--- src/clct_config.svh ---
`ifndef CLCT_CONFIG_SVH
`define CLCT_CONFIG_SVH

// ------------------------------------------------------------
// chamber geometry
// ------------------------------------------------------------

// half-strip groups scanned by the pattern finder
`define CLCT_NGROUPS   7
// bits needed to name one group
`define CLCT_GRPB      3

// ------------------------------------------------------------
// candidate fields
// ------------------------------------------------------------

// pattern number, hit count on top, pattern id below
`define CLCT_PATB      7
// hit count part of the pattern number
`define CLCT_HITB      3
// key half-strip inside a group
`define CLCT_KEYB      5
// position offset code from the ccLUT
`define CLCT_OFFSB     4
// bend code
`define CLCT_BNDB      5
// comparator code
`define CLCT_CARRYB    12

// ------------------------------------------------------------
// results
// ------------------------------------------------------------

// chamber key half-strip, group index on top of group key
`define CLCT_KEYXB     8
// quarter-strip subkey, chamber key plus two fine bits
`define CLCT_SUBKEYB   10
// fewest layers hit for a good pattern
`define CLCT_MIN_HITS  4

`endif

--- src/clct_pkg.sv ---
`default_nettype none

`include "clct_config.svh"

package clct_pkg;

  // ------------------------------------------------------------
  // one half-strip group candidate from the pattern finder
  // ------------------------------------------------------------
  typedef struct packed {
    logic [`CLCT_PATB-1:0]   pat;
    logic [`CLCT_KEYB-1:0]   key;
    logic [`CLCT_OFFSB-1:0]  offs;
    logic [`CLCT_BNDB-1:0]   bend;
    logic [`CLCT_CARRYB-1:0] carry;
  } clct_cand_t;

  // full event, group 0 sits in the low bits
  typedef clct_cand_t [`CLCT_NGROUPS-1:0] clct_frame_t;

  // ------------------------------------------------------------
  // best-pattern result handed downstream
  // ------------------------------------------------------------
  typedef struct packed {
    logic [`CLCT_PATB-1:0]    best_pat;
    logic [`CLCT_KEYXB-1:0]   best_key;
    logic [`CLCT_BNDB-1:0]    best_bend;
    logic [`CLCT_CARRYB-1:0]  best_carry;
    logic [`CLCT_SUBKEYB-1:0] best_subkey;
    logic [`CLCT_GRPB-1:0]    best_group;
    // winner has enough layers hit
    logic                     quality_ok;
  } clct_result_t;

  // four-phase handshake states, shared by both ends
  typedef enum logic [1:0] {
    // waiting for work
    HS_IDLE,
    // request phase in progress
    HS_REQ,
    // waiting for the other side to drop its line
    HS_WAIT_LOW
  } hs_state_t;

endpackage

`default_nettype wire

--- src/best_1of7_cclut.sv ---
`timescale 1ns/1ps
`default_nettype none

`include "clct_config.svh"

module best_1of7_cclut
  import clct_pkg::*;
(
  input  logic         clock,
  input  logic         reset,
  input  logic         frame_valid,
  input  clct_frame_t  frame,
  output logic         frame_take,
  output logic         res_valid,
  output clct_result_t res,
  input  logic         res_take
);

  logic [`CLCT_GRPB-1:0]    win_grp;
  clct_cand_t               win;
  logic [`CLCT_KEYXB-1:0]   key_x;
  logic [`CLCT_SUBKEYB-1:0] subkey;
  logic                     qual;
  logic                     load;

  // ------------------------------------------------------------
  // best 1 of 7 on the full pattern number
  // ------------------------------------------------------------

  // a later group must beat the running best strictly,
  // so ties stay with the lowest group index
  always_comb
  begin
    win_grp = '0;
    for (int g = 1; g < `CLCT_NGROUPS; g++)
    begin
      if (frame[g].pat > frame[win_grp].pat)
        win_grp = g[`CLCT_GRPB-1:0];
    end
  end

  assign win = frame[win_grp];

  // ------------------------------------------------------------
  // chamber key and quarter-strip subkey
  // ------------------------------------------------------------

  always_comb
  begin
    // group index on top of the group key, then the coarse offset
    // correction from the ccLUT offset code, all modulo 256
    key_x = {win_grp, win.key}
          + {{(`CLCT_KEYXB-2){1'b0}}, win.offs[3:2]}
          + {{(`CLCT_KEYXB-1){1'b0}}, win.offs[1] & win.offs[0]}
          - `CLCT_KEYXB'd2;
    // two fine bits below the key, wrap within 2 bits
    subkey = {key_x, win.offs[1:0] + 2'd1};
  end

  // hit count lives in the upper pattern bits
  assign qual = (win.pat[`CLCT_PATB-1:`CLCT_PATB-`CLCT_HITB] >= `CLCT_MIN_HITS);

  // ------------------------------------------------------------
  // result register with back-pressure
  // ------------------------------------------------------------

  // load when the slot is empty or is being drained right now
  assign load       = frame_valid && (!res_valid || res_take);
  assign frame_take = load;

  always_ff @(posedge clock)
  begin
    if (reset)
      res_valid <= 1'b0;
    else if (load)
      res_valid <= 1'b1;
    else if (res_take)
      res_valid <= 1'b0;
  end

  // held as long as the sender does not take it
  always_ff @(posedge clock)
  begin
    if (load)
    begin
      res.best_pat    <= win.pat;
      res.best_key    <= key_x;
      res.best_bend   <= win.bend;
      res.best_carry  <= win.carry;
      res.best_subkey <= subkey;
      res.best_group  <= win_grp;
      res.quality_ok  <= qual;
    end
  end

endmodule

`default_nettype wire

--- src/clct_frame_receiver.sv ---
`timescale 1ns/1ps
`default_nettype none

module clct_frame_receiver
  import clct_pkg::*;
(
  input  logic        clock,
  input  logic        reset,
  input  logic        in_req,
  input  clct_frame_t in_frame,
  output logic        in_ack,
  output logic        frame_valid,
  output clct_frame_t frame,
  input  logic        frame_take
);

  hs_state_t state;
  logic      capture;

  // take a new frame only when idle and the holding register is free
  // the source keeps in_frame stable while in_req is high
  assign capture = (state == HS_IDLE) && in_req && !frame_valid;

  // ------------------------------------------------------------
  // request/acknowledge sequencing
  // ------------------------------------------------------------
  always_ff @(posedge clock)
  begin
    if (reset)
    begin
      state  <= HS_IDLE;
      in_ack <= 1'b0;
    end
    else
    begin
      case (state)
        HS_IDLE:
        begin
          if (capture)
            state <= HS_REQ;
        end
        HS_REQ:
        begin
          // frame is safely held, tell the source
          in_ack <= 1'b1;
          state  <= HS_WAIT_LOW;
        end
        HS_WAIT_LOW:
        begin
          // release once the source has dropped its request
          if (!in_req)
          begin
            in_ack <= 1'b0;
            state  <= HS_IDLE;
          end
        end
        default:
        begin
          in_ack <= 1'b0;
          state  <= HS_IDLE;
        end
      endcase
    end
  end

  // ------------------------------------------------------------
  // frame holding register
  // ------------------------------------------------------------
  always_ff @(posedge clock)
  begin
    if (reset)
      frame_valid <= 1'b0;
    else if (capture)
      frame_valid <= 1'b1;
    else if (frame_take)
      frame_valid <= 1'b0;
  end

  // payload only, qualified by frame_valid
  always_ff @(posedge clock)
  begin
    if (capture)
      frame <= in_frame;
  end

endmodule

`default_nettype wire

--- src/clct_result_sender.sv ---
`timescale 1ns/1ps
`default_nettype none

module clct_result_sender
  import clct_pkg::*;
(
  input  logic         clock,
  input  logic         reset,
  input  logic         res_valid,
  input  clct_result_t res,
  output logic         res_take,
  output logic         out_req,
  output clct_result_t out_result,
  input  logic         out_ack
);

  // two entries, pointers carry an extra wrap bit
  clct_result_t mem [2];
  logic [1:0]   wr_ptr;
  logic [1:0]   rd_ptr;
  logic         full;
  logic         empty;
  logic         retire;
  hs_state_t    state;

  // ------------------------------------------------------------
  // result queue
  // ------------------------------------------------------------

  assign empty = (wr_ptr == rd_ptr);
  assign full  = (wr_ptr[1] != rd_ptr[1]) && (wr_ptr[0] == rd_ptr[0]);

  assign res_take = res_valid && !full;

  always_ff @(posedge clock)
  begin
    if (res_take)
      mem[wr_ptr[0]] <= res;
  end

  always_ff @(posedge clock)
  begin
    if (reset)
    begin
      wr_ptr <= '0;
      rd_ptr <= '0;
    end
    else
    begin
      if (res_take)
        wr_ptr <= wr_ptr + 2'd1;
      if (retire)
        rd_ptr <= rd_ptr + 2'd1;
    end
  end

  // head entry is never overwritten while it is being sent
  assign out_result = mem[rd_ptr[0]];

  // ------------------------------------------------------------
  // four-phase output
  // ------------------------------------------------------------

  // head leaves the queue only after the sink has released ack
  assign retire = (state == HS_WAIT_LOW) && !out_ack;

  always_ff @(posedge clock)
  begin
    if (reset)
    begin
      state   <= HS_IDLE;
      out_req <= 1'b0;
    end
    else
    begin
      case (state)
        HS_IDLE:
        begin
          if (!empty)
          begin
            out_req <= 1'b1;
            state   <= HS_REQ;
          end
        end
        HS_REQ:
        begin
          if (out_ack)
          begin
            out_req <= 1'b0;
            state   <= HS_WAIT_LOW;
          end
        end
        HS_WAIT_LOW:
        begin
          if (!out_ack)
            state <= HS_IDLE;
        end
        default:
        begin
          out_req <= 1'b0;
          state   <= HS_IDLE;
        end
      endcase
    end
  end

endmodule

`default_nettype wire

--- src/clct_sorter_top.sv ---
`timescale 1ns/1ps
`default_nettype none

module clct_sorter_top
  import clct_pkg::*;
(
  input  logic         clock,
  input  logic         reset,
  input  logic         in_req,
  input  clct_frame_t  in_frame,
  output logic         in_ack,
  output logic         out_req,
  output clct_result_t out_result,
  input  logic         out_ack
);

  // ------------------------------------------------------------
  // internal valid/take links
  // ------------------------------------------------------------
  logic         frame_valid;
  clct_frame_t  frame;
  logic         frame_take;
  logic         res_valid;
  clct_result_t res;
  logic         res_take;

  // input side, one frame deep
  clct_frame_receiver u_receiver (
    .clock       (clock),
    .reset       (reset),
    .in_req      (in_req),
    .in_frame    (in_frame),
    .in_ack      (in_ack),
    .frame_valid (frame_valid),
    .frame       (frame),
    .frame_take  (frame_take)
  );

  // best pattern, one result register
  best_1of7_cclut u_best (
    .clock       (clock),
    .reset       (reset),
    .frame_valid (frame_valid),
    .frame       (frame),
    .frame_take  (frame_take),
    .res_valid   (res_valid),
    .res         (res),
    .res_take    (res_take)
  );

  // output side, two-entry queue
  clct_result_sender u_sender (
    .clock      (clock),
    .reset      (reset),
    .res_valid  (res_valid),
    .res        (res),
    .res_take   (res_take),
    .out_req    (out_req),
    .out_result (out_result),
    .out_ack    (out_ack)
  );

endmodule

`default_nettype wire

--- config.mk ---
export PLATFORM = sky130hd
export DESIGN_NAME = clct_sorter_top
export DESIGN_NICKNAME = d
export VERILOG_FILES = /design/src/clct_pkg.sv /design/src/best_1of7_cclut.sv /design/src/clct_frame_receiver.sv /design/src/clct_result_sender.sv /design/src/clct_sorter_top.sv
export VERILOG_INCLUDE_DIRS = /design/src
export SDC_FILE = /design/constraint.sdc
export NUM_CORES = 1
export LEC_CHECK = 0
export BUFFER_PORTS_ARGS = -buffer_cell sky130_fd_sc_hd__buf_2
export CORE_AREA = 10 10 208 210
export DETAILED_ROUTE_END_ITERATION = 10
export DIE_AREA = 0 0 218 220
export MAX_ROUTING_LAYER = met4
export PLACE_DENSITY_LB_ADDON = 0.12
export SYNTH_ARGS = -nofsm -noshare
export SYNTH_HDL_FRONTEND = slang
export SYNTH_SLANG_ARGS = --single-unit
export TNS_END_PERCENT = 100
--- constraint.sdc ---
create_clock -name clock -period 14.15 [get_ports clock]
set_input_delay 2.83 -clock clock [delete_from_list [all_inputs] [get_ports clock]]
set_output_delay 2.83 -clock clock [all_outputs]
set_load 0.05 [all_outputs]
==> results_dict.tcl <==
set metrics [dict create \
    ys_warn_count 0 \
    syn_area_um2 15400 \
    mostFrequentLayoutCells "342 x edfxtp_1, 282 x buf_2, 61 x mux2_2, 58 x o21ai_0, 50 x ha_1" \
    fin_cells 1873 \
    synth-seq-cells 355 \
    layout.nets 1597 \
    dp_cells 1787 \
    clock_skew_ps 19.6 \
    grt_overflow 0 \
    fin_ws_ps 1080 \
    top_layer_used "met4" \
    grt_use_total_pct 18.4 \
    insertion_delay_ps 560 \
    die_area_um2 48000 \
    max-cap-violations 0 \
    finalHoldViolations 0 \
    slew_violations 0 \
    wirelength_mm 43.8 \
    drtIter0Drc 658 \
    dp_hpwl_mm 31.5 \
    setup_viol 0 \
    critPathKind "reg2reg" \
    cp_slowest_stage_delay_ps 450 \
    drc 0 \
    crit_path_end_kind "register" \
    ys_top_cells_by_area "edfxtp_1 67%, mux2_2 4.5%, ha_1 4.1%" \
    rsz0062_at_grt "no" \
    start_util_pct 39.3 \
    worst_hold_slack_ps 439 \
    yosysUniqueCellTypes 66 \
    hp-class "reg2reg" \
    wl_met2_mm 20.9 \
    max_slew_margin_pct 25.8 \
    postRouteAntennaNets 0 \
    route.vias.total 9607 \
    clockRootBuffer "clkbuf_16" \
    viasPerCell 5.13 \
    r2r_cells 61 \
    grt_pass1_vias 10029 \
    r2r_start "u_receiver.frame[28]" \
    wl_met1_mm 19.0 \
    crit_end "u_best.res[13]" \
    cts_num_sinks 355 \
    worstPathMaxFanout 28 \
    ys_async_sr_fraction_pct 0 \
    grt_max_degree 83 \
    final.setup.tns_ps 0 \
    status "complete, no violations" \
    syn_nets 1303 \
    final_common_cell "edfxtp_1" \
    avgSynthCellArea_um2 15.2 \
    cts_buffer_depth 3 \
    antenna_found_initial 11 \
    startpoint "u_receiver.frame[28]" \
    first_pass_iters 5 \
    tightestPinTransition_ps 1110 \
    die-height_um 220 \
    cpMaxStageDelayCell "a2111oi_0" \
    post-place-ws_ps 212 \
    netlist_instances 1016 \
    ys_seq_area_share_pct 68.3 \
    cpMostUsedCell "a21oi_1" \
    timing.rr.end "u_best.res[13]" \
    startpoint_type "register" \
    place.gp.congestion 0.874 \
    critPathRequiredTime_ps 14460 \
    cts_tree "built" \
    drive_gt1_share_pct 34.5 \
    wl_met3_mm 2.77 \
    fin_crit_sh_pct 92.4 \
    grt_pass1_wl_mm 63.4 \
    max_freq_mhz 76.5 \
    syn_to_final_growth_pct 21.0 \
    io_pins 283 \
    die_x_um 218 \
    yosys.area.top_type "edfxtp_1" \
    cts_max_level 2 \
    synth_top_area_share_pct 66.6 \
    ys.flop_type "edfxtp_1" \
    wl_per_cell_um 23.4 \
    clkSlewWorstSetupHoldPaths_ps 60 \
    synth-edff-count 342 \
    cts_buffers 39 \
    worstPathArrival_ps 13380 \
    cts_hold_buf 0 \
    portBuffers 282 \
    core_area_um2 39300 \
    post-route-min-period_ps 13070 \
    rows 73 \
    rrSetupSlack_ps 1080 \
]
[layer usage]
layer | global-route usage (%) | up-vias
met5 | - | -
met4 | 6.90 | 0
met3 | 4.65 | 77
met2 | 29.1 | 288
met1 | 22.4 | 4640
li1 | - | 4602
[synthesized netlist by cell type, types with 15 or more instances]
cell type	n
clkbuf_1	22
nand2_1	42
mux2_2	61
nand3_1	38
buf_2	15
ha_1	50
edfxtp_1	342
o22ai_1	16
o21ai_0	59
mux2i_1	44
inv_1	24
a22oi_1	19
nor2_1	49
a2bb2oi_1	19
a21oi_1	36
[sequential cells by signal, indices dropped and copies added, names as in the netlist, named ones only]
signal / cells
u_sender.mem: 74
u_sender.out_req: 1
u_best.res_valid: 1
u_sender.wr_ptr: 2
u_best.res: 37
u_sender.rd_ptr: 2
u_receiver.frame_valid: 1
u_receiver.frame: 231
u_sender.state: 2
u_receiver.in_ack: 1
u_receiver.state: 2
[cell type report]
cell class	count	area, µm²
Fill cell	3561	20600
Sequential cell	355	10500
Multi-Input combinational cell	576	4530
Timing Repair Buffer	311	1640
Clock buffer	49	1040
Tap cell	525	657
Inverter	27	116
Clock inverter	19	108
Antenna cell	11	27.5
[through the flow]
step           cell area [µm²]  util (%)
3_3_place_gp             17400      44.3
6_report                 18700      47.5
2_1_floorplan            15400         -
3_5_place_dp             17400      44.3
5_1_grt                  18700      47.5
4_1_cts                  18500      47.2
[kinds of logic (layout without fill, tap and decap cells)]
family | count (synthesis) | in the layout | synth area share [%]
adders and majority gates | 52 | 52 | 4.32
xor gates and xnor gates | 11 | 11 | 0.625
DFF | 355 | 355 | 68.3
other | 0 | 11 | 0
muxes | 113 | 113 | 8.04
buffers and inverters | 85 | 406 | 2.70
and+or+nand+nor | 162 | 162 | 5.08
AOI/OAI and AO/OA | 238 | 238 | 11.0
[worst min path at each step]
stage,from,endpoint,cells after the start
final,u_best.res[42],u_sender.mem[1][42],0
after global routing,u_best.res[27],u_sender.mem[0][27],0
after CTS,u_best.res[42],u_sender.mem[1][42],0
after detailed placement,u_best.res[15],u_sender.mem[1][15],0
after global placement,u_best.res[39],u_sender.mem[0][39],0
after floorplan,u_best.res[0],u_sender.mem[0][0],0
[worst max-delay path: cells and delay by family, from the launching register on]
kind / cells / cell delay (ps)
muxes: 3 / 780
buffers and inverters: 9 / 1720
xor gates and xnor gates: 1 / 80
adders and majority gates: 10 / 3000
and+or+nand+nor: 12 / 1780
AOI/OAI and AO/OA: 26 / 5020
DFF: 1 / 380
[timing repair]
| action | 4_1_cts | 5_1_grt |
|---|---|---|
| setup buffers | 0 | 7 |
| setup endpoints to repair | 0 | 6 |
| gates resized for setup | 0 | 10 |
Power is not shown: default switching activity piles up to over one toggle a cycle in this logic, so the estimate is an artifact.
